$ cat config.mk
export PLATFORM = sky130hd
export DESIGN_NAME = cdb_arbiter
export DESIGN_NICKNAME = d
export VERILOG_FILES = /design/src/common/ooo_pkg.sv /design/src/verilog/cdb_arbiter.sv
export SDC_FILE = /design/constraint.sdc
export NUM_CORES = 1
export LEC_CHECK = 0
export BUFFER_PORTS_ARGS = -buffer_cell sky130_fd_sc_hd__buf_2
export CORE_MARGIN = 10
export CORE_UTILIZATION = 35
export CTS_CLUSTER_DIAMETER = 80
export CTS_CLUSTER_SIZE = 40
export DETAILED_ROUTE_END_ITERATION = 10
export PLACE_DENSITY = 0.87
export SYNTH_ARGS = -nofsm -noshare
export SYNTH_HDL_FRONTEND = slang
export SYNTH_SLANG_ARGS = --single-unit
$ cat constraint.sdc
create_clock -name clk -period 4 [get_ports clk]
set_clock_uncertainty 0.2 [all_clocks]
set_input_delay 0.8 -clock clk [delete_from_list [all_inputs] [get_ports clk]]
set_output_delay 0.8 -clock clk [all_outputs]
set_load 0.02 [all_outputs]
$ cat src/common/ooo_pkg.sv
`default_nettype none

package ooo_pkg;

    localparam int XLEN       = 32;
    localparam int ARCH_REGS  = 32;
    localparam int PHYS_REGS  = 64;
    localparam int ROB_DEPTH  = 16;
    localparam int DIV_STEPS  = 32;
    localparam int MUL_STEPS  = 32;
    localparam int TAG_W      = $clog2(PHYS_REGS);
    localparam int ROB_W      = $clog2(ROB_DEPTH);
    localparam int FREE_DEPTH = PHYS_REGS - ARCH_REGS; // tags outside the map
    localparam int FREE_W     = $clog2(FREE_DEPTH);
    localparam int STEP_W     = $clog2(MUL_STEPS > DIV_STEPS ? MUL_STEPS : DIV_STEPS);

    typedef logic [$clog2(ARCH_REGS)-1:0] arch_addr_t;
    typedef logic [TAG_W-1:0]             phys_tag_t;
    typedef logic [ROB_W-1:0]             rob_idx_t;
    typedef logic [XLEN-1:0]              word_t;

    typedef enum logic [3:0] {
        OP_ADD, OP_SUB, OP_AND, OP_OR, OP_XOR, OP_SLT, OP_SLTU,
        OP_MUL, OP_DIVU, OP_REMU
    } op_t;

    typedef enum logic [1:0] {UNIT_ALU, UNIT_MUL, UNIT_DIV} unit_t;

    // iterative unit sequencing
    typedef enum logic [1:0] {ST_IDLE, ST_RUN, ST_DONE} unit_state_t;

    typedef struct packed {
        op_t        op;
        arch_addr_t rd;
        arch_addr_t rs1;
        arch_addr_t rs2;
        logic       use_imm; // imm replaces rs2
        word_t      imm;
    } issue_op_t;

    typedef struct packed {
        phys_tag_t tag;
        logic      ready;
        word_t     value;
    } src_t;

    typedef struct packed {
        op_t       op;
        word_t     a;
        word_t     b;
        phys_tag_t dest;
        rob_idx_t  rob;
    } exec_op_t;

    typedef struct packed {
        logic      valid;
        phys_tag_t tag;
        rob_idx_t  rob;
        word_t     value;
    } cdb_t;

    typedef struct packed {
        arch_addr_t rd;
        word_t      value;
    } retire_t;

    function automatic unit_t op_unit(op_t op);
        case (op)
            OP_MUL:           return UNIT_MUL;
            OP_DIVU, OP_REMU: return UNIT_DIV;
            default:          return UNIT_ALU;
        endcase
    endfunction

endpackage

`default_nettype wire

$ cat src/verilog/cdb_arbiter.sv
`timescale 1ns/1ps
`default_nettype none

module cdb_arbiter (
    input  logic          clk,
    input  logic          reset,
    input  logic [2:0]    req,
    input  ooo_pkg::cdb_t alu_res,
    input  ooo_pkg::cdb_t mul_res,
    input  ooo_pkg::cdb_t div_res,
    output logic [2:0]    grant,
    output ooo_pkg::cdb_t cdb
);
    import ooo_pkg::*;

    cdb_t       res [3];
    logic [1:0] last, pick;  // last served unit
    logic       found;

    assign res = '{alu_res, mul_res, div_res};

    // search starts one past the last winner
    always_comb begin
        int idx;
        found = 1'b0;
        pick  = last;
        for (int i = 1; i <= 3; i++) begin
            idx = (int'(last) + i) % 3;
            if (!found && req[idx]) begin
                found = 1'b1;
                pick  = 2'(idx);
            end
        end
    end

    assign grant = found ? (3'b001 << pick) : 3'b000;
    assign cdb   = found ? res[pick] : '0;

    always_ff @(posedge clk) begin
        if (reset)      last <= 2'd2;  // alu gets first pick
        else if (found) last <= pick;
    end

endmodule

`default_nettype wire

* Yosys cells after proc, flatten, opt, wreduce, memory -nomap -nowiden
Index checks and enable logic that the tools add are counted.
** Operators by class
- Multiplexer cells :: 20
- $add $sub $neg :: 3
- Reductions and logical operators :: 4
- Div/mod/pow operators :: 3
- $lt $le $gt $ge :: 4
- Multipliers :: 0
- Bitwise logic cells :: 1
- Shifts and indexed selects :: 1
- Equality and inequality tests :: 0
** Operator list (number)
- two-way mux 43 bit :: 3
- less-than comparator 32 x 4 -> 1 bit (second input constant) :: 3
- remainder unit 32 x 3 -> 32 bit (second input constant) :: 3
- binary-select mux 43 bit (select 2 bit) :: 1
- two-way mux 1 bit :: 9
- adder 2 x 2 -> 3 bit (second input constant) :: 2
- binary-select mux 1 bit (select 2 bit) :: 3
- two-way mux 2 bit :: 3
- adder 2 x 1 -> 3 bit (second input constant) :: 1
- greater-or-equal comparator 3 bit (second input constant) :: 1
- two-way mux 3 bit :: 1
- inverter 2 -> 3 bit :: 1
- << shifter 1 x 2 -> 3 bit (first input constant) :: 1
- logical AND 1 bit :: 2
- logical NOT 1 bit :: 2
** Storage, ports and cells
- Input port bits :: 134
- Latch bits :: 0
- RAM bits :: 0
- Memories kept :: 0
- Register bits after elaboration :: 2
- Logic and storage cells :: 37
- Bits in read-only memories :: 0
- Output and inout port bits :: 46

* Logic depth before layout (Yosys ltp)
- Depth after elaboration :: 17
- Depth in mapped cells :: 10
- Depth with buffers taken out :: 8

* Worst setup path before layout
Ideal clock, no wire load.
- Path type :: input-to-output
- From :: input req[1]
- To :: output cdb[33] (netlist bit)
- Arrival time :: 2.334 ns
- Buffers on the path :: 1
- Data required time :: 3.000 ns
- Cell stages on the path :: 7
- Path slack :: 0.666 ns
- Cells stage by stage :: mux2i_2 o21a_2 a32oi_2 o22a_1 nor3_4 buf_6 a21o_1
** RTL lines
- from (decl) :: RTL line cdb_arbiter.sv:7 : input logic [2:0] req,
- to (decl) :: RTL line cdb_arbiter.sv:12 : output ooo_pkg::cdb_t cdb

==> qor.log <==
[place] global placement routability congestion 0.882
[worst_setup_path] setup slack on the worst flop-to-flop path 1660 ps
[worst_setup_path] endpoint of the most critical register-to-register path last[0]
[synth] fraction of synthesis flops using an asynchronous set or reset pin 0%
[detailed_routing] final antenna-violating net count 0
[synth] count of distinct cell types in the synthesized netlist 35
[min_path] hold worst-path end last[0]
[finish] Largest register FFs 2
[synth] post-synthesis instance area 1590 um2
[worst_setup_path] R2R depth 8
[die] Core Area 4380 um2
[synth] ys flop type dfxtp_1
[sta] post-route minimum period 3810 ps
[sta] Highest Clock Rate 0.263 GHz
[worst_setup_path] R2R Path Start last[0]
[worst_setup_path] element type at the critical path end output port
[min_path] Tightest Hold Check Type reg -> reg
[min_path] cell count of the worst hold path 2
[finish] signed area change from the synthesized netlist to the final layout 63.0%
[min_path] hold path startpoint last[0]
[detailed_routing] first-pass iteration count of the detailed router 4
[global_route] pin count of the biggest net entering global routing 36
[detailed_routing] via count 2684
[die] Die Outline Area 7640 um2
[detailed_routing] post-DR wirelength/cell 16.9 um
[place] total half-perimeter wirelength after legalization and detailed placement 6.64 mm
[die] height of the chip 87.4 um
[worst_setup_path] kind of start point of the critical path flip-flop
[worst_setup_path] data required time at the worst endpoint 3000 ps
[die] num ports 180
[detailed_routing] post-detailed-routing wire length 8.09 mm
[synth] mean post-synth cell area 6.14 um2
[worst_setup_path] type of the setup path with the least slack reg -> out
[synth] synthesized netlist net count 397
[status] run status finished clean
[run] max-capacitance violation count 0
[synth] cells after synthesis 259
[sta] crit share post-route 95.1%
[finish] Ant. Diodes 0
[finish] largest registers last x2
[die] Die X 87.4 um
[cts] number of sinks driven by the clock tree 2
[cts] quantity of hold-fixing buffers added after cts 0
[cts] number of clock buffers inserted by TritonCTS 3
[place] buffers added on ports 179
[finish] fraction of layout instances using a drive strength above 1 48.9%
[synth] total number of yosys warnings 0
[cts] number of H-tree levels 1
[cts] total of cells resized after clock tree synthesis 0
[sta] setup total negative slack 0 ps
[global_route] first-pass GRT wire length 12.4 mm
[sta] transition time of the tightest slew-check pin 582 ps
[global_route] number of global-route vias before repair 2725
[detailed_routing] via density per instance 5.60
[sta] remaining max-slew budget at the tightest pin 61.0%
[global_route] remaining global-route overflow 0
[worst_setup_path] worst-path fanout max 24
[global_route] number of antenna violations at the first check in global routing 0
[finish] number of nets in the finished design 567
[cts] Post-CTS Setup Bufs 0
[die] initial standard-cell utilization of the core 36.3%
[cts] maximum number of buffers from clock root to sink 2
[detailed_routing] First DRT Iteration DRCs 121
[cts] TritonCTS clock tree yes
[cts] latest clock arrival within the worst-skew pair 220 ps
[worst_setup_path] Arr. time, crit path 2810 ps
[finish] register name with the most flops last
[synth] number of register bits inferred by synthesis 2
[finish] fill cell count 414
[cts] clock slew seen by the registers of the worst setup and hold paths 30 ps
[sta] final number of hold-violating endpoints 0
[synth] sequential element share of the synthesized area 2.52%
[finish] area occupied by multi-input gates 1430 um2
[sta] Slew Limit Fails 0
[global_route] GRT Overall Usage 18.9%
[finish] sequential cell area 40.0 um2
[cts] Clk Tree Root Cell clkbuf_8
[detailed_routing] DRC Markers 0
[die] number of placement rows 24
[synth] number of synthesized flops with an enable pin 0
[sta] final setup violation count 0
[sta] RSZ-0062 raised after global routing false
[worst max path at each step]
stage,start,to,slack [ps]
6_report,last[0],cdb[35],190
4_1_cts,last[0],cdb[27],10
5_1_grt,last[1],cdb[32],6
2_1_floorplan,req[1],cdb[33],670
3_3_place_gp,last[0],cdb[27],360
3_5_place_dp,last[0],cdb[27],260
[Yosys cell counts, types with 2 or more instances]
library cell / instances / area, um2
nand3b_1: 2 / 15.0
nand2b_1: 3 / 18.8
dfxtp_1: 2 / 40.0
buf_6: 5 / 56.3
a21oi_1: 49 / 245
mux2i_1: 3 / 30.0
ha_1: 4 / 50.1
clkbuf_1: 20 / 75.1
nor3_1: 3 / 15.0
nor2_1: 9 / 33.8
a21o_1: 45 / 338
o21ai_0: 89 / 445
inv_1: 2 / 7.51
nand2_1: 2 / 7.51
[layout make-up]
cell class	instances	area share [%]
clock buffer	3	1.59
inverter	3	0.434
multi-input combinational	228	55.0
sequential	2	1.54
tap	52	2.51
timing repair buffer	191	38.9
[routing by layer]
metal	vias up	global-route usage, %	share of wire (%)
met4	0	5.51	1.7
met5	-	0	0
li1	1307	-	-
met3	14	9.93	15
met1	1202	19.1	35
met2	161	32.7	48
[per-stage QoR]
step / cell area (um2) / worst slack (ps) / util [%] / hold WS (ps) / std cells
after floorplan: 1590 / 666 / - / 395 / 259
after global placement: 2540 / 363 / 57.8 / 474 / 476
after detailed placement: 2540 / 260 / 57.8 / 494 / 476
after CTS: 2580 / 12.7 / 58.8 / 499 / 479
after global routing: 2590 / 6.26 / 59.2 / 539 / 479
final: 2590 / 194 / 59.2 / 487 / 479
[critical path, stage by stage (launching register included)]
cell and delay, ps:
dfxtp_1 430, inv_1 130, ha_2 390, nand3b_1 190, o21a_2 250, a32oi_2 180
o22a_1 260, nor3_4 240, buf_8 220, a21o_1 140, buf_2 160
[placed cells by master, fill, tap and decap left out, drive strengths merged, types with 3 or more instances in the layout]
cell type	n
inv	3
mux2i	4
nor3	5
clkbuf	3
ha	4
o21ai	90
nand2b	3
a21oi	49
nor2	9
a21o	45
buf	191
[kinds of logic (layout without fill, tap and decap cells)]
logic type | after synthesis | count (layout) | synth area share [%]
simple gates | 25 | 25 | 9.28
fa+ha+maj | 4 | 4 | 3.14
buf+inv | 29 | 197 | 9.28
compound gates | 194 | 194 | 72.1
flops | 2 | 2 | 2.52
mux | 5 | 5 | 3.69
Power is not shown: default switching activity piles up to over one toggle a cycle in this logic, so the estimate is an artifact.
