## src/common/ooo_pkg.sv

```systemverilog
`default_nettype none

package ooo_pkg;

    localparam int XLEN       = 32;
    localparam int ARCH_REGS  = 32;
    localparam int PHYS_REGS  = 64;
    localparam int ROB_DEPTH  = 16;
    localparam int DIV_STEPS  = 32;
    localparam int MUL_STEPS  = 32;
    localparam int TAG_W      = $clog2(PHYS_REGS);
    localparam int ROB_W      = $clog2(ROB_DEPTH);
    localparam int FREE_DEPTH = PHYS_REGS - ARCH_REGS; // tags outside the map
    localparam int FREE_W     = $clog2(FREE_DEPTH);
    localparam int STEP_W     = $clog2(MUL_STEPS > DIV_STEPS ? MUL_STEPS : DIV_STEPS);

    typedef logic [$clog2(ARCH_REGS)-1:0] arch_addr_t;
    typedef logic [TAG_W-1:0]             phys_tag_t;
    typedef logic [ROB_W-1:0]             rob_idx_t;
    typedef logic [XLEN-1:0]              word_t;

    typedef enum logic [3:0] {
        OP_ADD, OP_SUB, OP_AND, OP_OR, OP_XOR, OP_SLT, OP_SLTU,
        OP_MUL, OP_DIVU, OP_REMU
    } op_t;

    typedef enum logic [1:0] {UNIT_ALU, UNIT_MUL, UNIT_DIV} unit_t;

    // iterative unit sequencing
    typedef enum logic [1:0] {ST_IDLE, ST_RUN, ST_DONE} unit_state_t;

    typedef struct packed {
        op_t        op;
        arch_addr_t rd;
        arch_addr_t rs1;
        arch_addr_t rs2;
        logic       use_imm; // imm replaces rs2
        word_t      imm;
    } issue_op_t;

    typedef struct packed {
        phys_tag_t tag;
        logic      ready;
        word_t     value;
    } src_t;

    typedef struct packed {
        op_t       op;
        word_t     a;
        word_t     b;
        phys_tag_t dest;
        rob_idx_t  rob;
    } exec_op_t;

    typedef struct packed {
        logic      valid;
        phys_tag_t tag;
        rob_idx_t  rob;
        word_t     value;
    } cdb_t;

    typedef struct packed {
        arch_addr_t rd;
        word_t      value;
    } retire_t;

    function automatic unit_t op_unit(op_t op);
        case (op)
            OP_MUL:           return UNIT_MUL;
            OP_DIVU, OP_REMU: return UNIT_DIV;
            default:          return UNIT_ALU;
        endcase
    endfunction

endpackage

`default_nettype wire

```

## src/verilog/phys_regfile.sv

```systemverilog
`timescale 1ns/1ps
`default_nettype none

module phys_regfile (
    input  logic               clk,
    input  logic               reset,
    input  ooo_pkg::phys_tag_t rs1_tag,
    input  ooo_pkg::phys_tag_t rs2_tag,
    output ooo_pkg::src_t      src1,
    output ooo_pkg::src_t      src2,
    input  logic               alloc,
    input  ooo_pkg::phys_tag_t alloc_tag,
    input  ooo_pkg::cdb_t      cdb
);
    import ooo_pkg::*;

    word_t                regs [PHYS_REGS];
    logic [PHYS_REGS-1:0] ready;

    assign src1 = src_t'{tag: rs1_tag, ready: ready[rs1_tag], value: regs[rs1_tag]};
    assign src2 = src_t'{tag: rs2_tag, ready: ready[rs2_tag], value: regs[rs2_tag]};

    always_ff @(posedge clk) begin
        if (reset) begin
            ready <= '1;
            for (int i = 0; i < PHYS_REGS; i++) begin
                regs[i] <= '0;
            end
        end else begin
            if (alloc) ready[alloc_tag] <= 1'b0; // pending until broadcast
            if (cdb.valid && cdb.tag != '0) begin
                ready[cdb.tag] <= 1'b1;
                regs[cdb.tag]  <= cdb.value;
            end
        end
    end

endmodule

`default_nettype wire

```

## config.mk

```make
export PLATFORM = sky130hd
export DESIGN_NAME = phys_regfile
export DESIGN_NICKNAME = d
export VERILOG_FILES = /design/src/common/ooo_pkg.sv /design/src/verilog/phys_regfile.sv
export SDC_FILE = /design/constraint.sdc
export NUM_CORES = 2
export LEC_CHECK = 0
export BUFFER_PORTS_ARGS = -buffer_cell sky130_fd_sc_hd__buf_4
export CORE_MARGIN = 2
export CORE_UTILIZATION = 30
export DETAILED_ROUTE_END_ITERATION = 8
export GPL_TIMING_DRIVEN = 0
export MAX_ROUTING_LAYER = met4
export PLACE_DENSITY_LB_ADDON = 0.05
export SLEW_MARGIN = 20
export SYNTH_ARGS = -nofsm -noshare
export SYNTH_HDL_FRONTEND = slang
export SYNTH_SLANG_ARGS = --single-unit
```

## constraint.sdc

```tcl
create_clock -name clk -period 4.4 [get_ports clk]
set_clock_uncertainty 0.2 [all_clocks]
set_input_delay 0.66 -clock clk [delete_from_list [all_inputs] [get_ports clk]]
set_output_delay 0.66 -clock clk [all_outputs]
set_load 0.01 [all_outputs]
```

; ---- Yosys cells after proc, flatten, opt, wreduce, memory -nomap -nowiden
; Memory sizes are Yosys's and may differ from the RTL's.
; Cells that the tools add are included.
[op_classes]
mux = 19
bitwise = 3
magnitude_cmp = 6
reduce_logical = 5
[op_table]
columns = cell, count
row1 = $mux W64, 3
row2 = $and A64 B64 Y64, 1
row3 = $not A64 Y64, 1
row4 = $or A64 B64 Y64, 1
row5 = $mux W32, 1
row6 = $reduce_or A32 Y1, 1
row7 = $lt A6 B7 Y1 const B, 4
row8 = $bmux W1 S6, 2
row9 = $demux W1 S6, 2
row10 = $ge A6 B1 Y1 const B, 2
row11 = $mux W1, 10
row12 = $mux W6, 1
row13 = $reduce_bool A6 Y1, 1
row14 = $logic_and A1 B1 Y1, 3
[totals]
mem_bits_rw = 2048
inputBits = 64
reg_bits = 64
memories = 1
[memory_table]
columns = memory, words, word_bits, read_ports, rd_clocked_by_memory_dff, write_ports, line_no
row1 = regs, 64, 32, 2, 0, 64, phys_regfile.sv:17  ; word_t regs [PHYS_REGS];

; ---- Depth between registers and ports, before layout
[logic_depth]
word_depth = 10
ltp_mapped = 10
mapped_depth_nobuf = 5

; ---- Worst setup path after synthesis
; No wires, ideal clock.
[synth_timing]
kind = input port to output port
startpoint = input rs2_tag[0]
endpoint = output src2[10] (netlist name)
arrival_time_ns = 2.496
slack_ns = 1.044
path_buffers = 3
cell_stages = 7
cell_sequence = buf_4 > buf_4 > buf_2 > mux4_2 > mux4_2 > o22ai_1 > a31oi_1
[synth_rtl]
columns = item, line_no
row1 = "start, declared", phys_regfile.sv:8  ; input ooo_pkg::phys_tag_t rs2_tag,
row2 = "end, declared", phys_regfile.sv:10  ; output ooo_pkg::src_t src2,

==> results.toml <==
[worst_setup_path]
timing.critical_path.from_type = "input port"
cp_cell_sequence = "buf_16 > buf_16 > buf_16 > buf_16 > mux4_2 > mux2_4 > o211ai_1 > a21oi_2 > buf_4"
path_max_fanout = 7
crit_arrival_ns = 3.78
timing.setup.critical_path_class = "input port to primary output"
timing.critical_path.slowest_cell_delay_ns = 1.02
cpMaxStageDelayCell = "sky130_fd_sc_hd__o211ai_1"
regToRegSetupSlack_ns = 3.54
crit_top_cell = "sky130_fd_sc_hd__buf_16"
timing.critical_path.to_type = "primary output"
worst_reg_to_reg_cells = 2
timing.rr.end = "ready[42]"
crit-reg2reg-launch = "ready[42]"
worst_ep_required_time_ns = 3.54

[drt]
vias = 79600
drc = 0
dr.first_iter.drc_count = 14200
routed_wirelength_um = 718000
via_per_inst = 6.11
drt-pass1-iter-count = 6
routed_wire_length_per_instance_um = 55.2
drt.antenna.violating_nets = 0

[global_route]
global_route.usage.total = 0.383
grt_start_max_net_pins = 34
first_global_vias = 75200
grt_antenna_before_repair = 151
grt_first_pass_wirelength_um = 890000
grt_overflow = 0

[yosys]
post_synth_main_area_contributors = "sky130_fd_sc_hd__edfxtp_1 55%, sky130_fd_sc_hd__mux4_2 23%, sky130_fd_sc_hd__and2_1 11%"
synth.mux.area_fraction = 0.259
synth_adder_area_share = 0
synthesis.instances = 7124
simple_gate_share_of_the_synthesized_area = 0.133
synthesis.area_per_instance_sq_um = 15.8
synth_xor_xnor_area_share = 0
synth_top_family_by_area = "multiplexers"
synth.top_cell.area_share = 0.546
yosysSeqAreaShare = 0.557
synth.lib_cells_used.distinct = 42
netlist.top_cell.by_area = "sky130_fd_sc_hd__edfxtp_1"
synthesis.area_sq_um = 113000
synth_compound_area_frac = 0.0208
yosys_register_bits = 2112
synth-warning-count = 0

[cts]
htreeDepth = 5
clk_root_buffer_cell = "sky130_fd_sc_hd__clkbuf_16"
cts_tree = "done"
cts-buffers-inserted = 277
clk-insertion-delay-late_ns = 0.94
cts_buffer_depth = 4
clkSlewWorstSetupHoldPaths_ns = 0.06
post_cts_hold_buffer_count = 0
cts.sinks = 2112

[placement]
dp_cells = 12400
numPortBuffers = 129
dp_area_sq_um = 123000
hpwlAfterDp_um = 530000
gp_congestion = 1.07

[sta]
final_max_slew_viol_count = 0
worst_slew_pin_slew_ns = 1.34
setup_viol = 55
endpoints_failing_hold = 0
maxClockFrequency_mhz = 216
setup_ws_ns = -0.238
setup_repair_after_global_routing_missed_its_margin = "true"
layout_worst_path_cycle_share = 1.05
post-route-min-period_ns = 4.64
worst_slew_margin_rel = 0.105

[floorplan]
die_h_um = 617
initial_core_util = 0.301
design.die.area_sq_um = 380000
floorplan.rows = 225
design.portCount = 142
floorplan.die.width_um = 617
floorplan.core_area_sq_um = 375000

[power_and_ir_drop]
maximum_ir_drop_on_the_vdd_rail_mv = 0.297
power-per-cell-area_nw_per_um2 = 412
post-layout-total-power_mw = 55.9
power.static_leakage_nw = 45.4

[finish]
final_net_count = 7786
fillers = 35500
final-instance-count-excl-fill = 13000
final_cell_mix = "2,048 x sky130_fd_sc_hd__edfxtp_1, 2,020 x sky130_fd_sc_hd__and2_1, 1,173 x sky130_fd_sc_hd__mux4_2"
synthToLayoutAreaGrowth_pct = 20.6
layout-drive-gt1-share = 0.322
design_area_sq_um = 136000
most_frequent_standard_cell_in_the_layout_excluding_fill_and_tap_cells = "sky130_fd_sc_hd__edfxtp_1"

[worst_hold_path]
min-delay-path-class = "input port to flop"
min-delay-start = "cdb[30]"
worstHoldEndpoint = "regs[9][30]"
hold_path_depth = 2

[run_status]
run_status = "finished with violations"
violations_in_the_final_reports = "negative setup slack"

[job]
max_cap_violations = 0
power breakdown:
group          internal (mW)  switching [mW]  leakage, nW  total (mW)
Sequential              23.1           0.561         20.0        23.6
Clock                   12.5            9.84         4.10        22.4
Combinational           3.23            6.68         21.3        9.91
Total                   38.8            17.1         45.4        55.9
Yosys cell counts, drive strengths merged:
library cell,n
nand2b,83
mux2i,197
buf,250
conb,1
nand4b,2
dfxtp,64
a211o,10
a211oi,28
inv,2
nand3b,10
mux4,1173
o22ai,51
nand2,70
a22oi,19
nand3,8
and4,1
o211ai,29
o211a,13
or3b,3
o22a,1
nand4,2
or2,68
a311oi,24
o221ai,26
mux2,66
nor4,20
edfxtp,2048
a31oi,15
and2,2021
a21oi,51
o221a,1
o21ai,76
or3,3
nor3,26
nor2,91
nor2b,50
a2111oi,5
clkbuf,516
per-layer routing:
| metal | vias up | global-route usage | wire (um) |
|---|---|---|---|
| li1 | 29000 | - | - |
| met1 | 43700 | 0.482 | 278000 |
| met2 | 5716 | 0.546 | 308000 |
| met3 | 1221 | 0.107 | 77600 |
| met4 | 0 | 0.234 | 55500 |
| met5 | - | - | 0 |
cells by family after synthesis:
logic type      after synthesis
simple gates               2458
other cells                   1
compound gates              349
buf+inv                     768
flops                      2112
mux                        1436
critical path: cells and delay by family:
kind                   cells  cell delay, ns
AOI/OAI and AO/OA          2            1.31
buffers and inverters      5            0.84
muxes                      2            0.90
state kept, by name (all words and copies together) (netlist names):
signal and count:
ready 64, regs 2048
worst max-delay path by stage:
| stage | slack [ns] | from | endpoint |
|---|---|---|---|
| after floorplan | 1.04 | rs2_tag[0] | src2[10] |
| after detailed placement | -2.97 | rs1_tag[1] | src1[13] |
| after CTS | -0.16 | regs[48][4] | src1[4] |
| final | -0.24 | rs1_tag[0] | src1[2] |
| after global routing | -0.05 | rs2_tag[0] | src2[2] |
| after global placement | -4.05 | rs2_tag[1] | src2[2] |
per-stage QoR:
| stage | TNS, ns | worst slack, ns | hold slack [ns] | utilization |
|---|---|---|---|---|
| finish | -4.44 | -0.238 | 0.140 | 0.363 |
| global route | -0.0699 | -0.0531 | 0.115 | 0.362 |
| CTS | -0.606 | -0.156 | 0.0817 | 0.361 |
| detailed placement | -120.73 | -2.97 | 0.271 | 0.327 |
| global placement | -2448.76 | -4.05 | 0.263 | 0.320 |
| floorplan | 0 | 1.04 | 0.250 | - |
final cells by class:
type / count / area [sq um] / share of cell area
Sequential cell: 2112 / 62800 / 0.462
Clock buffer: 368 / 7470 / 0.0550
Buffer: 764 / 5720 / 0.0421
Multi-Input combinational cell: 4275 / 48800 / 0.359
Timing Repair Buffer: 290 / 3660 / 0.0269
Tap cell: 4994 / 6250 / 0.0460
Inverter: 2 / 10.0 / 0.0000737
Clock inverter: 120 / 936 / 0.00689
Antenna cell: 95 / 238 / 0.00175
repair_timing:
action	CTS	global route
cloned	1	2
gates resized for setup	887	29
setup endpoints to repair	66	27
pin swaps	36	9
endpoints found under the hold margin	0	0
setup buffers	45	8
Power figures use the tool's default switching activity.
