==> config.mk <==
export PLATFORM = sky130hd
export DESIGN_NAME = reserve_station
export DESIGN_NICKNAME = d
export VERILOG_FILES = /design/src/common/ooo_pkg.sv /design/src/verilog/reserve_station.sv
export SDC_FILE = /design/constraint.sdc
export NUM_CORES = 1
export LEC_CHECK = 0
export BUFFER_PORTS_ARGS = -buffer_cell sky130_fd_sc_hd__buf_2
export CAP_MARGIN = 10
export CORE_ASPECT_RATIO = 1.2
export CORE_MARGIN = 10
export CORE_UTILIZATION = 48
export CTS_BUF_LIST = sky130_fd_sc_hd__clkbuf_4 sky130_fd_sc_hd__clkbuf_8
export DETAILED_ROUTE_END_ITERATION = 6
export PLACE_DENSITY = 0.8
export SLEW_MARGIN = 15
export SYNTH_ARGS = -nofsm -noshare
export SYNTH_HDL_FRONTEND = slang
export SYNTH_SLANG_ARGS = --single-unit
==> constraint.sdc <==
create_clock -name clk -period 2.9 [get_ports clk]
set_clock_uncertainty 0.1 [all_clocks]
set_input_delay 0.58 -clock clk [delete_from_list [all_inputs] [get_ports clk]]
set_output_delay 0.58 -clock clk [all_outputs]
set_load 0.03 [all_outputs]
==> src/common/ooo_pkg.sv <==
`default_nettype none

package ooo_pkg;

    localparam int XLEN       = 32;
    localparam int ARCH_REGS  = 32;
    localparam int PHYS_REGS  = 64;
    localparam int ROB_DEPTH  = 16;
    localparam int DIV_STEPS  = 32;
    localparam int MUL_STEPS  = 32;
    localparam int TAG_W      = $clog2(PHYS_REGS);
    localparam int ROB_W      = $clog2(ROB_DEPTH);
    localparam int FREE_DEPTH = PHYS_REGS - ARCH_REGS; // tags outside the map
    localparam int FREE_W     = $clog2(FREE_DEPTH);
    localparam int STEP_W     = $clog2(MUL_STEPS > DIV_STEPS ? MUL_STEPS : DIV_STEPS);

    typedef logic [$clog2(ARCH_REGS)-1:0] arch_addr_t;
    typedef logic [TAG_W-1:0]             phys_tag_t;
    typedef logic [ROB_W-1:0]             rob_idx_t;
    typedef logic [XLEN-1:0]              word_t;

    typedef enum logic [3:0] {
        OP_ADD, OP_SUB, OP_AND, OP_OR, OP_XOR, OP_SLT, OP_SLTU,
        OP_MUL, OP_DIVU, OP_REMU
    } op_t;

    typedef enum logic [1:0] {UNIT_ALU, UNIT_MUL, UNIT_DIV} unit_t;

    // iterative unit sequencing
    typedef enum logic [1:0] {ST_IDLE, ST_RUN, ST_DONE} unit_state_t;

    typedef struct packed {
        op_t        op;
        arch_addr_t rd;
        arch_addr_t rs1;
        arch_addr_t rs2;
        logic       use_imm; // imm replaces rs2
        word_t      imm;
    } issue_op_t;

    typedef struct packed {
        phys_tag_t tag;
        logic      ready;
        word_t     value;
    } src_t;

    typedef struct packed {
        op_t       op;
        word_t     a;
        word_t     b;
        phys_tag_t dest;
        rob_idx_t  rob;
    } exec_op_t;

    typedef struct packed {
        logic      valid;
        phys_tag_t tag;
        rob_idx_t  rob;
        word_t     value;
    } cdb_t;

    typedef struct packed {
        arch_addr_t rd;
        word_t      value;
    } retire_t;

    function automatic unit_t op_unit(op_t op);
        case (op)
            OP_MUL:           return UNIT_MUL;
            OP_DIVU, OP_REMU: return UNIT_DIV;
            default:          return UNIT_ALU;
        endcase
    endfunction

endpackage

`default_nettype wire

==> src/verilog/reserve_station.sv <==
`timescale 1ns/1ps
`default_nettype none

module reserve_station (
    input  logic               clk,
    input  logic               reset,
    input  logic               load,
    input  ooo_pkg::op_t       op,
    input  ooo_pkg::src_t      src1,
    input  ooo_pkg::src_t      src2,
    input  ooo_pkg::phys_tag_t dest_tag,
    input  ooo_pkg::rob_idx_t  rob_idx,
    input  ooo_pkg::cdb_t      cdb,
    input  logic               unit_idle,
    output logic               empty,
    output logic               dispatch,
    output ooo_pkg::exec_op_t  exec_op
);
    import ooo_pkg::*;

    logic      valid;
    op_t       op_q;
    src_t      s1, s2;
    phys_tag_t dest_q;
    rob_idx_t  rob_q;

    // pick up a broadcast value for a waiting operand
    function automatic src_t wake(src_t s, cdb_t c);
        src_t r;
        r = s;
        if (!s.ready && c.valid && c.tag == s.tag) begin
            r.ready = 1'b1;
            r.value = c.value;
        end
        return r;
    endfunction

    assign empty    = !valid;
    assign dispatch = valid && s1.ready && s2.ready && unit_idle;
    assign exec_op  = exec_op_t'{op: op_q, a: s1.value, b: s2.value, dest: dest_q, rob: rob_q};

    always_ff @(posedge clk) begin
        if (reset)         valid <= 1'b0;
        else if (load)     valid <= 1'b1;
        else if (dispatch) valid <= 1'b0;

        if (load) begin
            op_q   <= op;
            s1     <= wake(src1, cdb);  // same-cycle broadcast
            s2     <= wake(src2, cdb);
            dest_q <= dest_tag;
            rob_q  <= rob_idx;
        end else if (valid) begin
            s1 <= wake(s1, cdb);
            s2 <= wake(s2, cdb);
        end
    end

endmodule

`default_nettype wire
# --- Word-level counts from Yosys, hierarchy flattened ---
# Cells that the tools add are included.
word_totals:
  inputBits: 139
  ff_bits: 93
  output_inout_bits: 80
  elab_cells: 46
op_classes:
  n_eq_ne: 4
  n_reduce_logical: 22
  n_mux: 10
ops:
  columns: ["cell", "count"]
  rows:
  - ["33-bit 2-to-1 mux", 6]
  - ["39-bit 2-to-1 mux", 2]
  - ["6-bit == test", 4]
  - ["1-bit logical AND", 11]
  - ["2-bit nonzero test", 4]
  - ["1-bit zero test", 5]
  - ["2-bit AND reduction", 2]
  - ["1-bit 2-to-1 mux", 2]

# --- Depth between registers and ports, before layout ---
depth:
  depth_word: 6
  mapped_depth: 5
  ltp_nobuf: 4

# --- Worst setup path after synthesis ---
# No wires, ideal clock.
synth_timing:
  path_kind: "in2reg"
  startpoint: "input cdb[38] (netlist name)"
  endpoint: "register s1, in the netlist exec_op[42] (enable)"
  n_path_buf: 0
  required_time_ps: 2409
  setup_time_ps: 391
  setup_slack_ps: 658
  arrival_time_ps: 1750
  path_stages: 3
  cell_sequence: "xor2_1 nor3_1 a41o_1"
synth_between:
  elab_chain_len: 4
synth_lines:
  columns: ["element", "line_no", "text"]
  rows:
  - ["start, declared", "reserve_station.sv:13", "input ooo_pkg::cdb_t cdb,"]
  - ["6-bit == test", "reserve_station.sv:31", "if (!s.ready && c.valid && c.tag == s.tag) begin"]
  - ["1-bit logical AND", "reserve_station.sv:31", null]
  - ["2-bit nonzero test (no source line)", null, null]
  - ["2-bit AND reduction (no source line)", null, null]
  - ["end signal, assigned", "reserve_station.sv:49", "s1 <= wake(src1, cdb);"]
  - ["end signal, assigned", "reserve_station.sv:54", "s1 <= wake(s1, cdb);"]
  - ["end, declared", "reserve_station.sv:23", "src_t s1, s2;"]
# No other way between the ends.
# A chain may end at the register's enable or synchronous reset.

# --- Final worst setup path ---
layout_timing:
  startpoint: "input cdb[36] (netlist name)"
  endpoint: "register s2, in the netlist exec_op[21], data pin"
layout_between:
  elab_chain_len: 4
layout_lines:
  columns: ["element", "line_no", "text"]
  rows:
  - ["6-bit == test", "reserve_station.sv:31", null]
  - ["1-bit logical AND", "reserve_station.sv:31", null]
  - ["33-bit 2-to-1 mux", "reserve_station.sv:31", null]
  - ["39-bit 2-to-1 mux", "reserve_station.sv:47", "if (load) begin"]
  - ["end signal, assigned", "reserve_station.sv:50", "s2 <= wake(src2, cdb);"]
  - ["end signal, assigned", "reserve_station.sv:55", "s2 <= wake(s2, cdb);"]
  - ["end, declared", "reserve_station.sv:23", null]
# No other way between the ends. The select of a mux whose other input is x is not followed.

==> parameters.txt <==
Parameter                              Value

CTS
  CTS resizes ... 0
  Post-cts hold buffer count ... 0
  # clock sinks ... 93
  Clock tree from TritonCTS ... built
  H-Tree Depth ... 3
  Worst-Skew Late Latency ... 0.36 ns
  Number of post-CTS setup repair buffers ... 0
  Root Buffer ... sky130_fd_sc_hd__clkbuf_8
  Clock slew at reported path FFs ... 0.09 ns
  Inserted Clock Buffers ... 9
  Maximum buffer depth of the clock tree ... 2

Logic synthesis
  Distinct cell type count of the synthesized netlist ... 21
  Post-Syn Area ... 4574 sq um
  Yosys warnings ... 0
  Share of synthesized area occupied by flip-flops and latches ... 60.83%
  Number of standard cells after synthesis ... 284
  Top FF cell, synth ... sky130_fd_sc_hd__edfxtp_1
  Most repeated cell in the gate-level netlist after synthesis ... sky130_fd_sc_hd__edfxtp_1
  Synth area leaders ... sky130_fd_sc_hd__edfxtp_1 (60%), sky130_fd_sc_hd__mux2_2 (11%), sky130_fd_sc_hd__buf_4 (11%), sky130_fd_sc_hd__mux2_4 (5.9%), sky130_fd_sc_hd__xor2_1 (2.7%)
  Avg Inst Size Synth ... 16.11 sq um
  Post-synthesis async set-or-reset flop share ... 0%
  Most common library cells after synthesis ... sky130_fd_sc_hd__edfxtp_1 (92), sky130_fd_sc_hd__buf_4 (64), sky130_fd_sc_hd__mux2_2 (46), sky130_fd_sc_hd__mux2_4 (18), sky130_fd_sc_hd__xor2_1 (14)
  Post-synth EDFFs ... 92
  Syn nets ... 423
  Flops & latches, synth ... 93
  Post-synth top area share ... 60.39%
  Cell taking the most area after synthesis ... sky130_fd_sc_hd__edfxtp_1

Critical path
  Startpoint of the worst-slack reg-to-reg timing path ... s2[34]$_DFFE_PP_
  Max incr delay on CP ... 0.37 ns
  Critical path buffer and inverter count ... 2
  Critical path fanouts, max ... 19
  Data required time at the worst endpoint ... 2.91 ns
  Setup slack of the worst register-to-register path ... 0.97 ns
  Worst Setup End Kind ... flop
  R2R depth ... 4
  Crit path DAT ... 2.09 ns
  Cells traversed along the worst timing path ... buf_2, xnor2_1, nand4_1, o41ai_4, buf_4, mux2_2
  Type of the setup path with the least slack ... primary input to flop
  Kind of start point of the critical path ... primary input
  Top cell family by delay on the critical path ... buffers and inverters
  Worst R2R End ... exec_op[17]$_DFFE_PP_
  Cell count along the critical path ... 6
  Critical path's slowest cell ... sky130_fd_sc_hd__mux2_2

STA
  Post-route setup TNS ... 0 ns
  Tightest slew margin relative to the limit ... 72.82%
  Number of pins exceeding their max-slew limit in the final report ... 0
  Final number of hold-violating endpoints ... 0
  Clock period minus worst slack ... 2.078 ns
  Top achievable clock speed ... 481.1 MHz
  Setup repair after global routing missed its margin ... false
  Worst Hold Slack ... 0.2869 ns
  Final cycle utilization of the critical path ... 71.67%
  Setup slack of the critical path after layout ... 0.8215 ns
  Slew at the pin closest to its max-slew limit ... 0.4077 ns
  Final setup violation count ... 0

Routing
  Router iterations before antenna repair ... 4
  Drt via density ... 4.696
  Detailed-route wire length per cell ... 18.85 um
  Routed via count ... 2677
  Violation count after the first detailed-routing iteration ... 66
  Total wire length after detailed routing ... 10.74 mm
  Remaining DRCs ... 0
  Met1 wire length ... 3.632 mm
  Met3 wirelength from detailed routing ... 1.117 mm
  Highest routing layer actually used ... met4
  ANT nets after route ... 0
  DR WL met2 ... 5.755 mm

Cells and area
  Filler Cells Inserted ... 715
  Final std cells w/o fill ... 570
  Synth-to-layout area growth ... 21.55%
  Fraction of layout cells with a size suffix above 1 ... 68.15%
  Final Core Density ... 60.59%
  Net total in the final layout ... 583

GRT
  Largest net degree at the start of global routing ... 38
  Final global-route overflow total ... 0
  Wire length of the first global-routing pass ... 15.41 mm
  Antenna violations before repair ... 1
  Number of global-route vias before repair ... 3008
  Total global routing track utilization ... 14.76%

Power
  Maximum VDD drop ... 271.9 uV
  Leak Pwr ... 2.404 nW
  Ratio of total power to cell area ... 573.5 nW/um^2

Worst hold path
  Min-Delay Path Class ... primary input to flop
  Hold path depth ... 1
  Hold worst-path end ... dest_q[3]$_DFFE_PP_
  Hold path start ... dest_tag[3]

Placement
  Final weighted congestion in routability-driven placement ... 0.8138
  Post-place setup slack ... 0.4194 ns
  Port buffer count ... 214
  Cells after DPL ... 553
  DP Wirelength ... 8.616 mm

Outcome
  Outcome ... finished clean

Floorplanning
  Ports ... 219
  Initial standard-cell utilization of the core ... 49.85%
  Die Height ... 126.9 um
  # rows ... 38
  Die Span X ... 109.1 um
  Floorplan die area ... 13850 sq um
  Core outline area ... 9176 sq um

Job
  Maxcap violations ... 0
==> worst max path at each step <==
stage / startpoint / endpoint / slack [ns]
5_1_grt: cdb[40] / exec_op[48]$_DFFE_PP_ / 0.71
6_report: cdb[36] / exec_op[21]$_DFFE_PP_ / 0.82
3_3_place_gp: cdb[36] / exec_op[17]$_DFFE_PP_ / 0.42
2_1_floorplan: cdb[38] / exec_op[42]$_DFFE_PP_ / 0.66
3_5_place_dp: cdb[36] / exec_op[31]$_DFFE_PP_ / 0.42
4_1_cts: cdb[36] / exec_op[31]$_DFFE_PP_ / 0.81
==> flip-flops by register name, indices dropped and copies added (netlist names) <==
name and cells:
rob_q 4, s1 7, exec_op 64, s2 7, valid 1, dest_q 6
op_q 4
==> power breakdown <==
| part | switching [W] | internal (W) |
|---|---|---|
| Combinational | 0.000328 | 0.000231 |
| Clock | 0.000448 | 0.000568 |
| Sequential | 0.0000246 | 0.00159 |
==> layout make-up <==
cell class	instances	area [sq um]	share of cell area [%]
flip-flops and latches	93	2783	50.05
repair buffers	221	1149	20.66
diodes	1	2.502	0.04500
inverters	1	3.754	0.06751
clock inverters	7	113.9	2.048
well taps	120	150.1	2.700
clock buffers	9	123.9	2.228
multi-input cells	118	1235	22.21
==> stage by stage <==
| stage | power [W] | area [sq um] |
|---|---|---|
| after floorplan | 0.002063 | 4574 |
| after global placement | 0.002196 | 5320 |
| after detailed placement | 0.002212 | 5320 |
| after CTS | 0.003217 | 5558 |
| after global routing | 0.003317 | 5560 |
| final | 0.003189 | 5560 |
==> routing by layer <==
| metal | up-vias | global-route usage, % |
|---|---|---|
| met3 | 17 | 4.661 |
| li1 | 1289 | - |
| met4 | 0 | 7.770 |
| met1 | 1251 | 14.20 |
| met2 | 120 | 27.01 |
| met5 | - | 0 |
==> worst reg2reg max path, cell delays in order, from the launching register on <==
cell and delay [ns]:
sky130_fd_sc_hd__edfxtp_1 0.40, sky130_fd_sc_hd__xor2_1 0.16, sky130_fd_sc_hd__nor3_1 0.24, sky130_fd_sc_hd__a41o_2 0.50, sky130_fd_sc_hd__buf_12 0.23
==> logic make-up (layout without fill, tap and decap cells) <==
| kind of cell | Yosys count | count (layout) | share of synthesized area (%) |
|---|---|---|---|
| AOI/OAI and AO/OA | 5 | 5 | 1.860 |
| DFF | 93 | 93 | 60.83 |
| other | 0 | 1 | 0 |
| buffers and inverters | 73 | 238 | 12.23 |
| muxes | 64 | 64 | 17.23 |
| xor gates and xnor gates | 24 | 24 | 4.595 |
| and+or+nand+nor | 25 | 25 | 3.255 |
==> layout by cell type (no fill, tap or decap) <==
cell type / n
sky130_fd_sc_hd__nand4_1: 2
sky130_fd_sc_hd__buf_12: 2
sky130_fd_sc_hd__o41ai_4: 2
sky130_fd_sc_hd__mux2_2: 46
sky130_fd_sc_hd__a41o_2: 2
sky130_fd_sc_hd__diode_2: 1
sky130_fd_sc_hd__clkinv_4: 1
sky130_fd_sc_hd__and4_1: 1
sky130_fd_sc_hd__xnor2_1: 10
sky130_fd_sc_hd__xor2_1: 14
sky130_fd_sc_hd__bufinv_16: 3
sky130_fd_sc_hd__buf_2: 214
sky130_fd_sc_hd__inv_1: 1
sky130_fd_sc_hd__or2_2: 2
sky130_fd_sc_hd__o21ba_2: 1
sky130_fd_sc_hd__and2_1: 12
sky130_fd_sc_hd__nand2_1: 1
sky130_fd_sc_hd__nor3_1: 4
sky130_fd_sc_hd__edfxtp_1: 92
sky130_fd_sc_hd__nor2b_1: 2
sky130_fd_sc_hd__clkinv_1: 2
sky130_fd_sc_hd__buf_4: 5
sky130_fd_sc_hd__clkinvlp_4: 1
sky130_fd_sc_hd__mux2_4: 18
sky130_fd_sc_hd__nor2_1: 1
sky130_fd_sc_hd__dfxtp_1: 1
sky130_fd_sc_hd__clkbuf_8: 9
No activity file was read; power rests on OpenSTA's default activity.
