`src/common/ooo_pkg.sv`:
```
`default_nettype none

package ooo_pkg;

    localparam int XLEN       = 32;
    localparam int ARCH_REGS  = 32;
    localparam int PHYS_REGS  = 64;
    localparam int ROB_DEPTH  = 16;
    localparam int DIV_STEPS  = 32;
    localparam int MUL_STEPS  = 32;
    localparam int TAG_W      = $clog2(PHYS_REGS);
    localparam int ROB_W      = $clog2(ROB_DEPTH);
    localparam int FREE_DEPTH = PHYS_REGS - ARCH_REGS; // tags outside the map
    localparam int FREE_W     = $clog2(FREE_DEPTH);
    localparam int STEP_W     = $clog2(MUL_STEPS > DIV_STEPS ? MUL_STEPS : DIV_STEPS);

    typedef logic [$clog2(ARCH_REGS)-1:0] arch_addr_t;
    typedef logic [TAG_W-1:0]             phys_tag_t;
    typedef logic [ROB_W-1:0]             rob_idx_t;
    typedef logic [XLEN-1:0]              word_t;

    typedef enum logic [3:0] {
        OP_ADD, OP_SUB, OP_AND, OP_OR, OP_XOR, OP_SLT, OP_SLTU,
        OP_MUL, OP_DIVU, OP_REMU
    } op_t;

    typedef enum logic [1:0] {UNIT_ALU, UNIT_MUL, UNIT_DIV} unit_t;

    // iterative unit sequencing
    typedef enum logic [1:0] {ST_IDLE, ST_RUN, ST_DONE} unit_state_t;

    typedef struct packed {
        op_t        op;
        arch_addr_t rd;
        arch_addr_t rs1;
        arch_addr_t rs2;
        logic       use_imm; // imm replaces rs2
        word_t      imm;
    } issue_op_t;

    typedef struct packed {
        phys_tag_t tag;
        logic      ready;
        word_t     value;
    } src_t;

    typedef struct packed {
        op_t       op;
        word_t     a;
        word_t     b;
        phys_tag_t dest;
        rob_idx_t  rob;
    } exec_op_t;

    typedef struct packed {
        logic      valid;
        phys_tag_t tag;
        rob_idx_t  rob;
        word_t     value;
    } cdb_t;

    typedef struct packed {
        arch_addr_t rd;
        word_t      value;
    } retire_t;

    function automatic unit_t op_unit(op_t op);
        case (op)
            OP_MUL:           return UNIT_MUL;
            OP_DIVU, OP_REMU: return UNIT_DIV;
            default:          return UNIT_ALU;
        endcase
    endfunction

endpackage

`default_nettype wire

```
`src/rename/rename_map.sv`:
```
`timescale 1ns/1ps
`default_nettype none

module rename_map (
    input  logic                clk,
    input  logic                reset,
    input  logic                alloc,
    input  ooo_pkg::arch_addr_t rs1,
    input  ooo_pkg::arch_addr_t rs2,
    input  ooo_pkg::arch_addr_t rd,
    output ooo_pkg::phys_tag_t  src1_tag,
    output ooo_pkg::phys_tag_t  src2_tag,
    output ooo_pkg::phys_tag_t  dest_tag,
    output ooo_pkg::phys_tag_t  free_tag,
    output logic                can_alloc,
    input  logic                release_en,
    input  ooo_pkg::phys_tag_t  release_tag
);
    import ooo_pkg::*;

    phys_tag_t         map_tbl [ARCH_REGS];
    phys_tag_t         free_q  [FREE_DEPTH];
    logic [FREE_W-1:0] rd_ptr, wr_ptr;
    logic [FREE_W:0]   count;

    assign src1_tag  = map_tbl[rs1];
    assign src2_tag  = map_tbl[rs2];
    assign dest_tag  = free_q[rd_ptr];   // head of free list
    // x0 writes hand back their own tag at retire
    assign free_tag  = (rd == '0) ? dest_tag : map_tbl[rd];
    assign can_alloc = (count != '0);

    always_ff @(posedge clk) begin
        if (reset) begin
            for (int i = 0; i < ARCH_REGS; i++) begin
                map_tbl[i] <= phys_tag_t'(i);
            end
            for (int i = 0; i < FREE_DEPTH; i++) begin
                free_q[i] <= phys_tag_t'(ARCH_REGS + i);
            end
            rd_ptr <= '0;
            wr_ptr <= '0;  // queue starts full
            count  <= (FREE_W + 1)'(FREE_DEPTH);
        end else begin
            if (alloc) begin
                rd_ptr <= FREE_W'(rd_ptr + 1);
                if (rd != '0) map_tbl[rd] <= dest_tag;
            end
            if (release_en) begin
                free_q[wr_ptr] <= release_tag;
                wr_ptr         <= FREE_W'(wr_ptr + 1);
            end
            count <= count + (FREE_W + 1)'(release_en) - (FREE_W + 1)'(alloc);
        end
    end

endmodule

`default_nettype wire

```
`config.mk`:
```
export PLATFORM = sky130hd
export DESIGN_NAME = rename_map
export DESIGN_NICKNAME = d
export VERILOG_FILES = /design/src/common/ooo_pkg.sv /design/src/rename/rename_map.sv
export SDC_FILE = /design/constraint.sdc
export NUM_CORES = 1
export LEC_CHECK = 0
export BUFFER_PORTS_ARGS = -buffer_cell sky130_fd_sc_hd__buf_2
export CAP_MARGIN = 20
export CORE_ASPECT_RATIO = 0.5
export CORE_MARGIN = 3
export CORE_UTILIZATION = 25
export CTS_CLUSTER_SIZE = 12
export DETAILED_ROUTE_END_ITERATION = 12
export SYNTH_ARGS = -nofsm -noshare
export SYNTH_HDL_FRONTEND = slang
export SYNTH_SLANG_ARGS = --single-unit
```
`constraint.sdc`:
```
create_clock -name clk -period 2.9 [get_ports clk]
set_input_delay 0.145 -clock clk [delete_from_list [all_inputs] [get_ports clk]]
set_output_delay 0.145 -clock clk [all_outputs]
set_load 0.05 [all_outputs]
```
Word-level counts from Yosys, hierarchy flattened
Memory sizes are Yosys's and may differ from the RTL's. A register that Yosys moved wholly into a read port is not among the register bits. Cells that the tools add are included.

Multiplexer cells: 18. Reduce and logical (&&, ||, !) cells: 5. Add/sub/neg operators: 4.

Operator list (count): 5-bit 2-to-1 mux (4); 6-bit 2-to-1 mux (3); 6-bit OR reduction (2); 1-bit 2-to-1 mux (11); 5-bit by 1-bit adder with 5-bit output, second input constant (2); 6-bit by 1-bit adder with 6-bit output (1); 6-bit nonzero test (1); 6-bit by 1-bit subtractor with 6-bit output (1); 5-bit logical NOT (1); 5-bit nonzero test (1).

Output and inout port bits: 25. Bits in registers: 16. Memories: 2. Bits in writable memories: 384. Word-level logic and storage cells: 32. Bits of input ports: 25.

Memory list: free_q (depth 32, bits a word 6, read ports 1, clocked after memory_dff 1, write ports 32, RTL line rename_map.sv:22) `phys_tag_t free_q [FREE_DEPTH];`; map_tbl (depth 32, bits a word 6, read ports 3, clocked after memory_dff 0, write ports 32, RTL line rename_map.sv:21) `phys_tag_t map_tbl [ARCH_REGS];`.

Logic depth before layout (Yosys ltp)
Gate-level depths: netlist (run 1).

Word-level depth: 7. Depth in mapped cells: 10. Mapped depth without buffers: 10.

Worst setup path before layout (run 1)
OpenSTA, ideal clock, no wires.

Kind: register to output. Start: register (tool-made name). End: output port free_tag[3]. Required time: 2.755 ns. Slack: 0.316 ns. Data arrival time: 2.439 ns. Cell stages (with the launch flop): 8. Cell sequence: dfxtp_1 buf_2 buf_2 mux4_2 o22ai_1 or4_1 buf_2 a22oi_1.

RTL lines: end, declared (RTL line rename_map.sv:14) `output ooo_pkg::phys_tag_t free_tag,`.

==> results.py, run 1 <==
metrics = {
    "yosys": {
        "ys.flop_type": "edfxtp_1",
        "yosysUniqueCellTypes": 50,
        "ys.warnings.count": 0,
        "synth_edf_count": 384,
        "postSynthCellCount": 1539,
        "synth_area_mm2": 0.0216,
        "syn_area_per_cell_um2": 14.0,
        "async_flop_share_pct": 0,
        "synth_seq_cells": 405,
        "seq_area_frac_synth_pct": 55.3,
    },
    "timing": {
        "fin_ws_ps": 9.38,
        "fin_crit_ps": 2890,
        "tightest_slew_ps": 733,
        "slew_headroom_pct": 51.2,
        "hold_viol": 0,
        "slew_viol_final": 0,
        "setup_violations": 0,
        "finalSetupTns_ps": 0,
        "period_share_pct": 99.7,
        "clock.fmax_ghz": 0.346,
        "finClkSkew_ps": 17.5,
        "rsz0062_at_grt": "yes",
        "timing.hold.ws_ps": 30.1,
    },
    "drt": {
        "vias": 13821,
        "drtPass1Iterations": 5,
        "drt-total-wl_mm": 61.0,
        "viasPerCell": 5.01,
        "route.met3.wl_mm": 4.72,
        "m1WireLength_mm": 24.9,
        "drc": 0,
        "wl_per_cell_um": 22.1,
        "met2_length_mm": 29.4,
        "ant_nets": 0,
        "top_layer": "met5",
        "drtIter0Drc": 1371,
    },
    "place": {
        "portBuffers": 49,
        "dpl.cell_count": 2673,
        "pre_cts_slack_ps": 218,
        "placed_cell_area_mm2": 0.0234,
        "gp_congestion": 0.880,
        "hpwlAfterDp_mm": 41.6,
    },
    "grt": {
        "grt_overflow_total": 0,
        "grt_start_max_net_pins": 58,
        "antenna_found_initial": 1,
        "grt_pass1_wl_mm": 89.7,
        "grt_pass1_vias": 13600,
        "gr-usage-all-layers_pct": 13.2,
    },
    "critical_path": {
        "crit_fanout": 7,
        "cp-end-kind": "output pin",
        "arrival_ps": 2750,
        "startpoint_type": "flop",
        "critPathRequiredTime_ps": 2760,
        "crit_type": "flop to output pin",
    },
    "pwr": {
        "power_mw": 14.1,
        "p_leak_nw": 7.39,
        "vdd_ir_drop_max_uv": 425,
        "powerDensity_mw_per_mm2": 562,
    },
    "job": {
        "max_cap_violations": 0,
    },
    "final_layout": {
        "fin_cells": 2761,
        "drive_above_1_share_pct": 29.8,
        "antenna_cells": 0,
        "nets": 1617,
        "fin_util_pct": 29.6,
        "final_design_area_no_fill_mm2": 0.0250,
        "areaGrowthSynthToFinish_pct": 16.0,
    },
    "clock_network": {
        "cts-buffers-inserted": 43,
        "clock_path_buffers": 3,
        "cts_root_buf": "clkbuf_16",
        "cts_sinks": 405,
        "cts_tree": "done",
        "clk_latency_ps": 550,
        "cts-htree-levels": 2,
        "clk_pin_slew_ps": 60,
    },
    "floorplan": {
        "chipHeight_um": 214,
        "ios": 50,
        "initial_core_util_pct": 25.5,
        "coreArea_mm2": 0.0847,
        "die_w_um": 422,
        "die_area_mm2": 0.0902,
        "std_cell_rows": 75,
    },
    "min_path": {
        "hold_path_class": "input port to flop",
    },
    "run_status": {
        "status": "complete, no violations",
    },
}
-- placed cells by master (no fill, tap or decap), types with 4 or more instances in the layout --
cell           netlist  layout
buf_12               1      20
nand4_1              5       5
xnor2_1              4       4
mux2i_1             14      14
mux2_2              22      22
a21oi_1              9       8
inv_6                0       4
nor2_1             184     184
o22ai_2              0       7
nor2b_1             12      12
and2_1              34      34
dfxtp_1             21      19
conb_1               1       6
buf_6               18       6
nand3b_1             9       9
dlygate4sd3_1        0       4
buf_2               24      38
clkinv_1             0       7
xor2_1               7       7
edfxtp_1           384     384
clkbuf_16            0      46
nand2b_1            40      40
nor3_1              46      45
nand2_1            161     161
o22ai_1             26      19
or4_4                0       6
a31oi_1              5       5
ha_1                13      13
clkbuf_1            82      13
o21ai_0              6       6
nand3_1             22      22
mux4_2             207     207
inv_1               19      19
or2_2               38      38
buf_4                3      62
or3b_2               5       5
a22oi_1              7       6
or3_1               64      64
-- synth_stat cells (3+ instances only) --
library cell / n / area, um2
a21oi_1: 9 / 45.0
a22oi_1: 7 / 52.6
a31oi_1: 5 / 31.3
and2_1: 34 / 213
buf_1: 16 / 60.1
buf_2: 24 / 120
buf_4: 3 / 22.5
buf_6: 18 / 203
clkbuf_1: 82 / 308
dfxtp_1: 21 / 420
edfxtp_1: 384 / 11500
ha_1: 13 / 163
inv_1: 19 / 71.3
mux2_2: 22 / 248
mux2i_1: 14 / 140
mux4_2: 207 / 4660
nand2_1: 161 / 604
nand2b_1: 40 / 250
nand3_1: 22 / 110
nand3b_1: 9 / 67.6
nand4_1: 5 / 31.3
nor2_1: 184 / 691
nor2b_1: 12 / 75.1
nor3_1: 46 / 230
o2111ai_1: 3 / 26.3
o21ai_0: 6 / 30.0
o21bai_1: 3 / 22.5
o22ai_1: 26 / 163
or2_2: 38 / 238
or3_1: 64 / 400
or3b_2: 5 / 43.8
or4_1: 6 / 45.0
xnor2_1: 4 / 35.0
xor2_1: 7 / 61.3
-- area by class of cell --
cell class | instances | area (um2)
Clock inverter | 16 | 161
Tap cell | 1155 | 1450
Fill cell | 8386 | 59700
Inverter | 19 | 71.3
Timing Repair Buffer | 133 | 1250
Multi-Input combinational cell | 976 | 9010
Clock buffer | 57 | 1150
Sequential cell | 405 | 12000
-- final timing paths --
check / depth (start not counted) / to / slack [ps] / startpoint
worst max-delay path: 6 / free_tag[3] / 9 / flop
worst min-delay path: 3 / rd_ptr[0] / 30 / alloc
worst max register to register: 7 / map_tbl[20][2] / 480 / flop
worst min register to register: 2 / flop / 540 / rd_ptr[4]
-- registers in the layout, summed over array words and instances (netlist names), named ones only --
signal	count
free_q	192
rd_ptr	5
map_tbl	192
count	6
wr_ptr	5
-- worst max-delay path, stage by stage, from the launching register on --
cell and delay (ps):
dfxtp_4 400, buf_12 160, mux4_2 360, o22ai_2 90, or4_4 620, a22oi_2 340
buf_6 210
-- report_power, final --
group          total (mW)  switching (mW)  internal [mW]
clock network        5.31            2.26           3.05
logic                2.12            1.27          0.854
registers            6.64          0.0997           6.54
-- logic make-up (layout without fill, tap and decap cells) --
| group | count (synthesis) | in the layout | share of synthesized area, % |
|---|---|---|---|
| and+or+nand+nor | 630 | 630 | 14.0 |
| DFF | 405 | 405 | 55.3 |
| muxes | 243 | 243 | 23.4 |
| buffers and inverters | 163 | 225 | 3.73 |
| AOI/OAI and AO/OA | 72 | 72 | 2.22 |
| adders and majority gates | 14 | 14 | 0.846 |
| xor gates and xnor gates | 11 | 11 | 0.446 |
| other | 1 | 6 | 0.0174 |
-- what timing repair did --
action                                  4_1_cts  5_1_grt
hold endpoints to repair                      4        0
pin swaps                                     2        5
gates cloned                                  1        2
buffers inserted                              5        3
endpoints found under the setup margin       12       10
gates resized for setup                      30        8
hold buffers                                  4        0
-- layer usage --
metal,track usage (%),vias up
met3,2.16,104
li1,-,5963
met2,22.1,640
met5,0,-
met1,17.4,7112
met4,4.38,2
(Power assumes the default switching activity.)
==> run 2, diff against run 1 <==
Settings changed: MAX_ROUTING_LAYER from default to met4.
==> results.py, run 2 (synthesis results as in run 1) <==
metrics = {
    "run_status": {
        "status": "complete, no violations",
    },
    "timing": {
        "period_share_pct": 99.0,
        "fin_ws_ps": 30.2,
        "clock.fmax_ghz": 0.348,
        "fin_crit_ps": 2870,
        "hold_viol": 0,
        "finClkSkew_ps": 17.3,
        "rsz0062_at_grt": "yes",
        "slew_viol_final": 0,
        "slew_headroom_pct": 51.4,
        "setup_violations": 0,
        "tightest_slew_ps": 729,
    },
    "floorplan": {
        "coreArea_mm2": 0.0847,
        "ios": 50,
        "initial_core_util_pct": 25.5,
        "die_w_um": 422,
        "chipHeight_um": 214,
        "die_area_mm2": 0.0902,
        "std_cell_rows": 75,
    },
    "job": {
        "max_cap_violations": 0,
    },
    "clock_network": {
        "clk_pin_slew_ps": 60,
        "cts-buffers-inserted": 43,
        "cts_tree": "done",
        "clk_latency_ps": 550,
        "cts_sinks": 405,
        "cts-htree-levels": 2,
        "cts_root_buf": "clkbuf_16",
        "clock_path_buffers": 3,
    },
    "drt": {
        "vias": 13837,
        "drt-total-wl_mm": 60.9,
        "ant_nets": 0,
        "drc": 0,
        "drtPass1Iterations": 5,
        "viasPerCell": 5.01,
        "wl_per_cell_um": 22.1,
        "drtIter0Drc": 1300,
    },
    "critical_path": {
        "crit_fanout": 7,
        "cp-end-kind": "output pin",
        "critPathRequiredTime_ps": 2760,
        "reg2reg_depth": 7,
        "arrival_ps": 2720,
        "crit_type": "flop to output pin",
        "startpoint_type": "flop",
        "reg2reg_slack_ps": 480,
    },
    "place": {
        "hpwlAfterDp_mm": 41.6,
        "pre_cts_slack_ps": 218,
        "gp_congestion": 0.894,
        "dpl.cell_count": 2673,
        "portBuffers": 49,
    },
    "min_path": {
        "hold_path_class": "input port to flop",
        "holdPathStages": 3,
    },
    "grt": {
        "grt_overflow_total": 0,
        "grt_pass1_wl_mm": 89.8,
        "gr-usage-all-layers_pct": 13.6,
        "antenna_found_initial": 0,
        "gr-max-usage-layer": "met2",
        "grt.met1_usage_pct": 17.5,
        "grt_start_max_net_pins": 58,
        "grt_pass1_vias": 13540,
        "grt_use_met2_pct": 22.2,
        "grtUsageMet3_pct": 2.12,
    },
    "final_layout": {
        "fillers": 8389,
        "fin_cells": 2762,
        "areaGrowthSynthToFinish_pct": 16.0,
        "final_cell_mix": "edfxtp_1, mux4_2, nor2_1",
        "final_common_cell": "edfxtp_1",
        "drive_above_1_share_pct": 29.8,
        "reg_top3": "free_q: 192 flops, map_tbl: 192 flops, count: 6 flops",
        "nets": 1617,
    },
    "pwr": {
        "p_switching_mw": 3.63,
        "power_mw": 14.1,
        "power_frac_comb_pct": 15.1,
        "pwr-share-seq_pct": 47.2,
        "vdd_ir_drop_max_uv": 424,
        "p_leak_nw": 7.39,
        "power.share.clock_pct": 37.7,
        "powerDensity_mw_per_mm2": 562,
        "intPower_mw": 10.4,
        "p_sw_share_pct": 25.8,
    },
}
==> run 2: changes by cell type in the layout (fill, tap and decap cells not counted) <==
cell     change
diode_2      +1
==> run 2: power by group through the flow <==
stage / Clock [mW] / Combinational [mW] / Sequential (mW)
3_5_place_dp: 0 / 1.96 / 6.76
6_report: 5.31 / 2.12 / 6.64
5_1_grt: 5.61 / 2.25 / 6.66
3_3_place_gp: 0 / 1.94 / 6.76
4_1_cts: 5.38 / 2.07 / 6.64
2_1_floorplan: 0 / 1.40 / 6.71
==> run 2: critical path, stage by stage, from the launching register on <==
cell and delay, ps:
dfxtp_4 400, buf_12 160, mux4_2 350, o22ai_2 90
or4_4 610, a22oi_2 340, buf_6 210
==> run 2: repair_timing <==
action	in CTS	in global routing
hold endpoints to repair	4	0
pin swaps	2	5
endpoints found under the setup margin	12	10
buffers inserted	5	3
hold buffers	4	0
gates cloned	1	2
gates resized for setup	30	8
==> run 2: layout make-up <==
class                   count  area (um2)  share of cell area (%)
flip-flops and latches    405       12000                    47.7
multi-input cells         976        9010                    36.0
inverters                  19        71.3                   0.285
repair buffers            133        1250                    4.98
clock inverters            16         161                   0.644
diodes                      1        2.50                 0.00999
well taps                1155        1450                    5.77
clock buffers              57        1150                    4.59
==> run 2: metal layers <==
metal,wire [um],vias up
met4,1920,0
met3,4610,99
met2,29400,624
met5,0,-
li1,-,5970
met1,25000,7144
==> run 2: through the flow <==
stage / util (%) / hold slack, ps / TNS (ps) / instance area, um2
floorplan: - / 293 / 0 / 21600
global placement: 27.6 / 422 / 0 / 23400
detailed placement: 27.6 / 430 / 0 / 23400
CTS: 29.4 / 11.0 / -6.38 / 24900
global route: 29.6 / 77.5 / -76.1 / 25000
finish: 29.6 / 36.3 / 0 / 25000
==> run 2: final timing paths <==
path | start | to
hold / removal | alloc | rd_ptr[0]
hold reg to reg | rd_ptr[4] | rd_ptr[4]
setup / recovery | flop | free_tag[3]
setup reg to reg | flop | map_tbl[20][2]
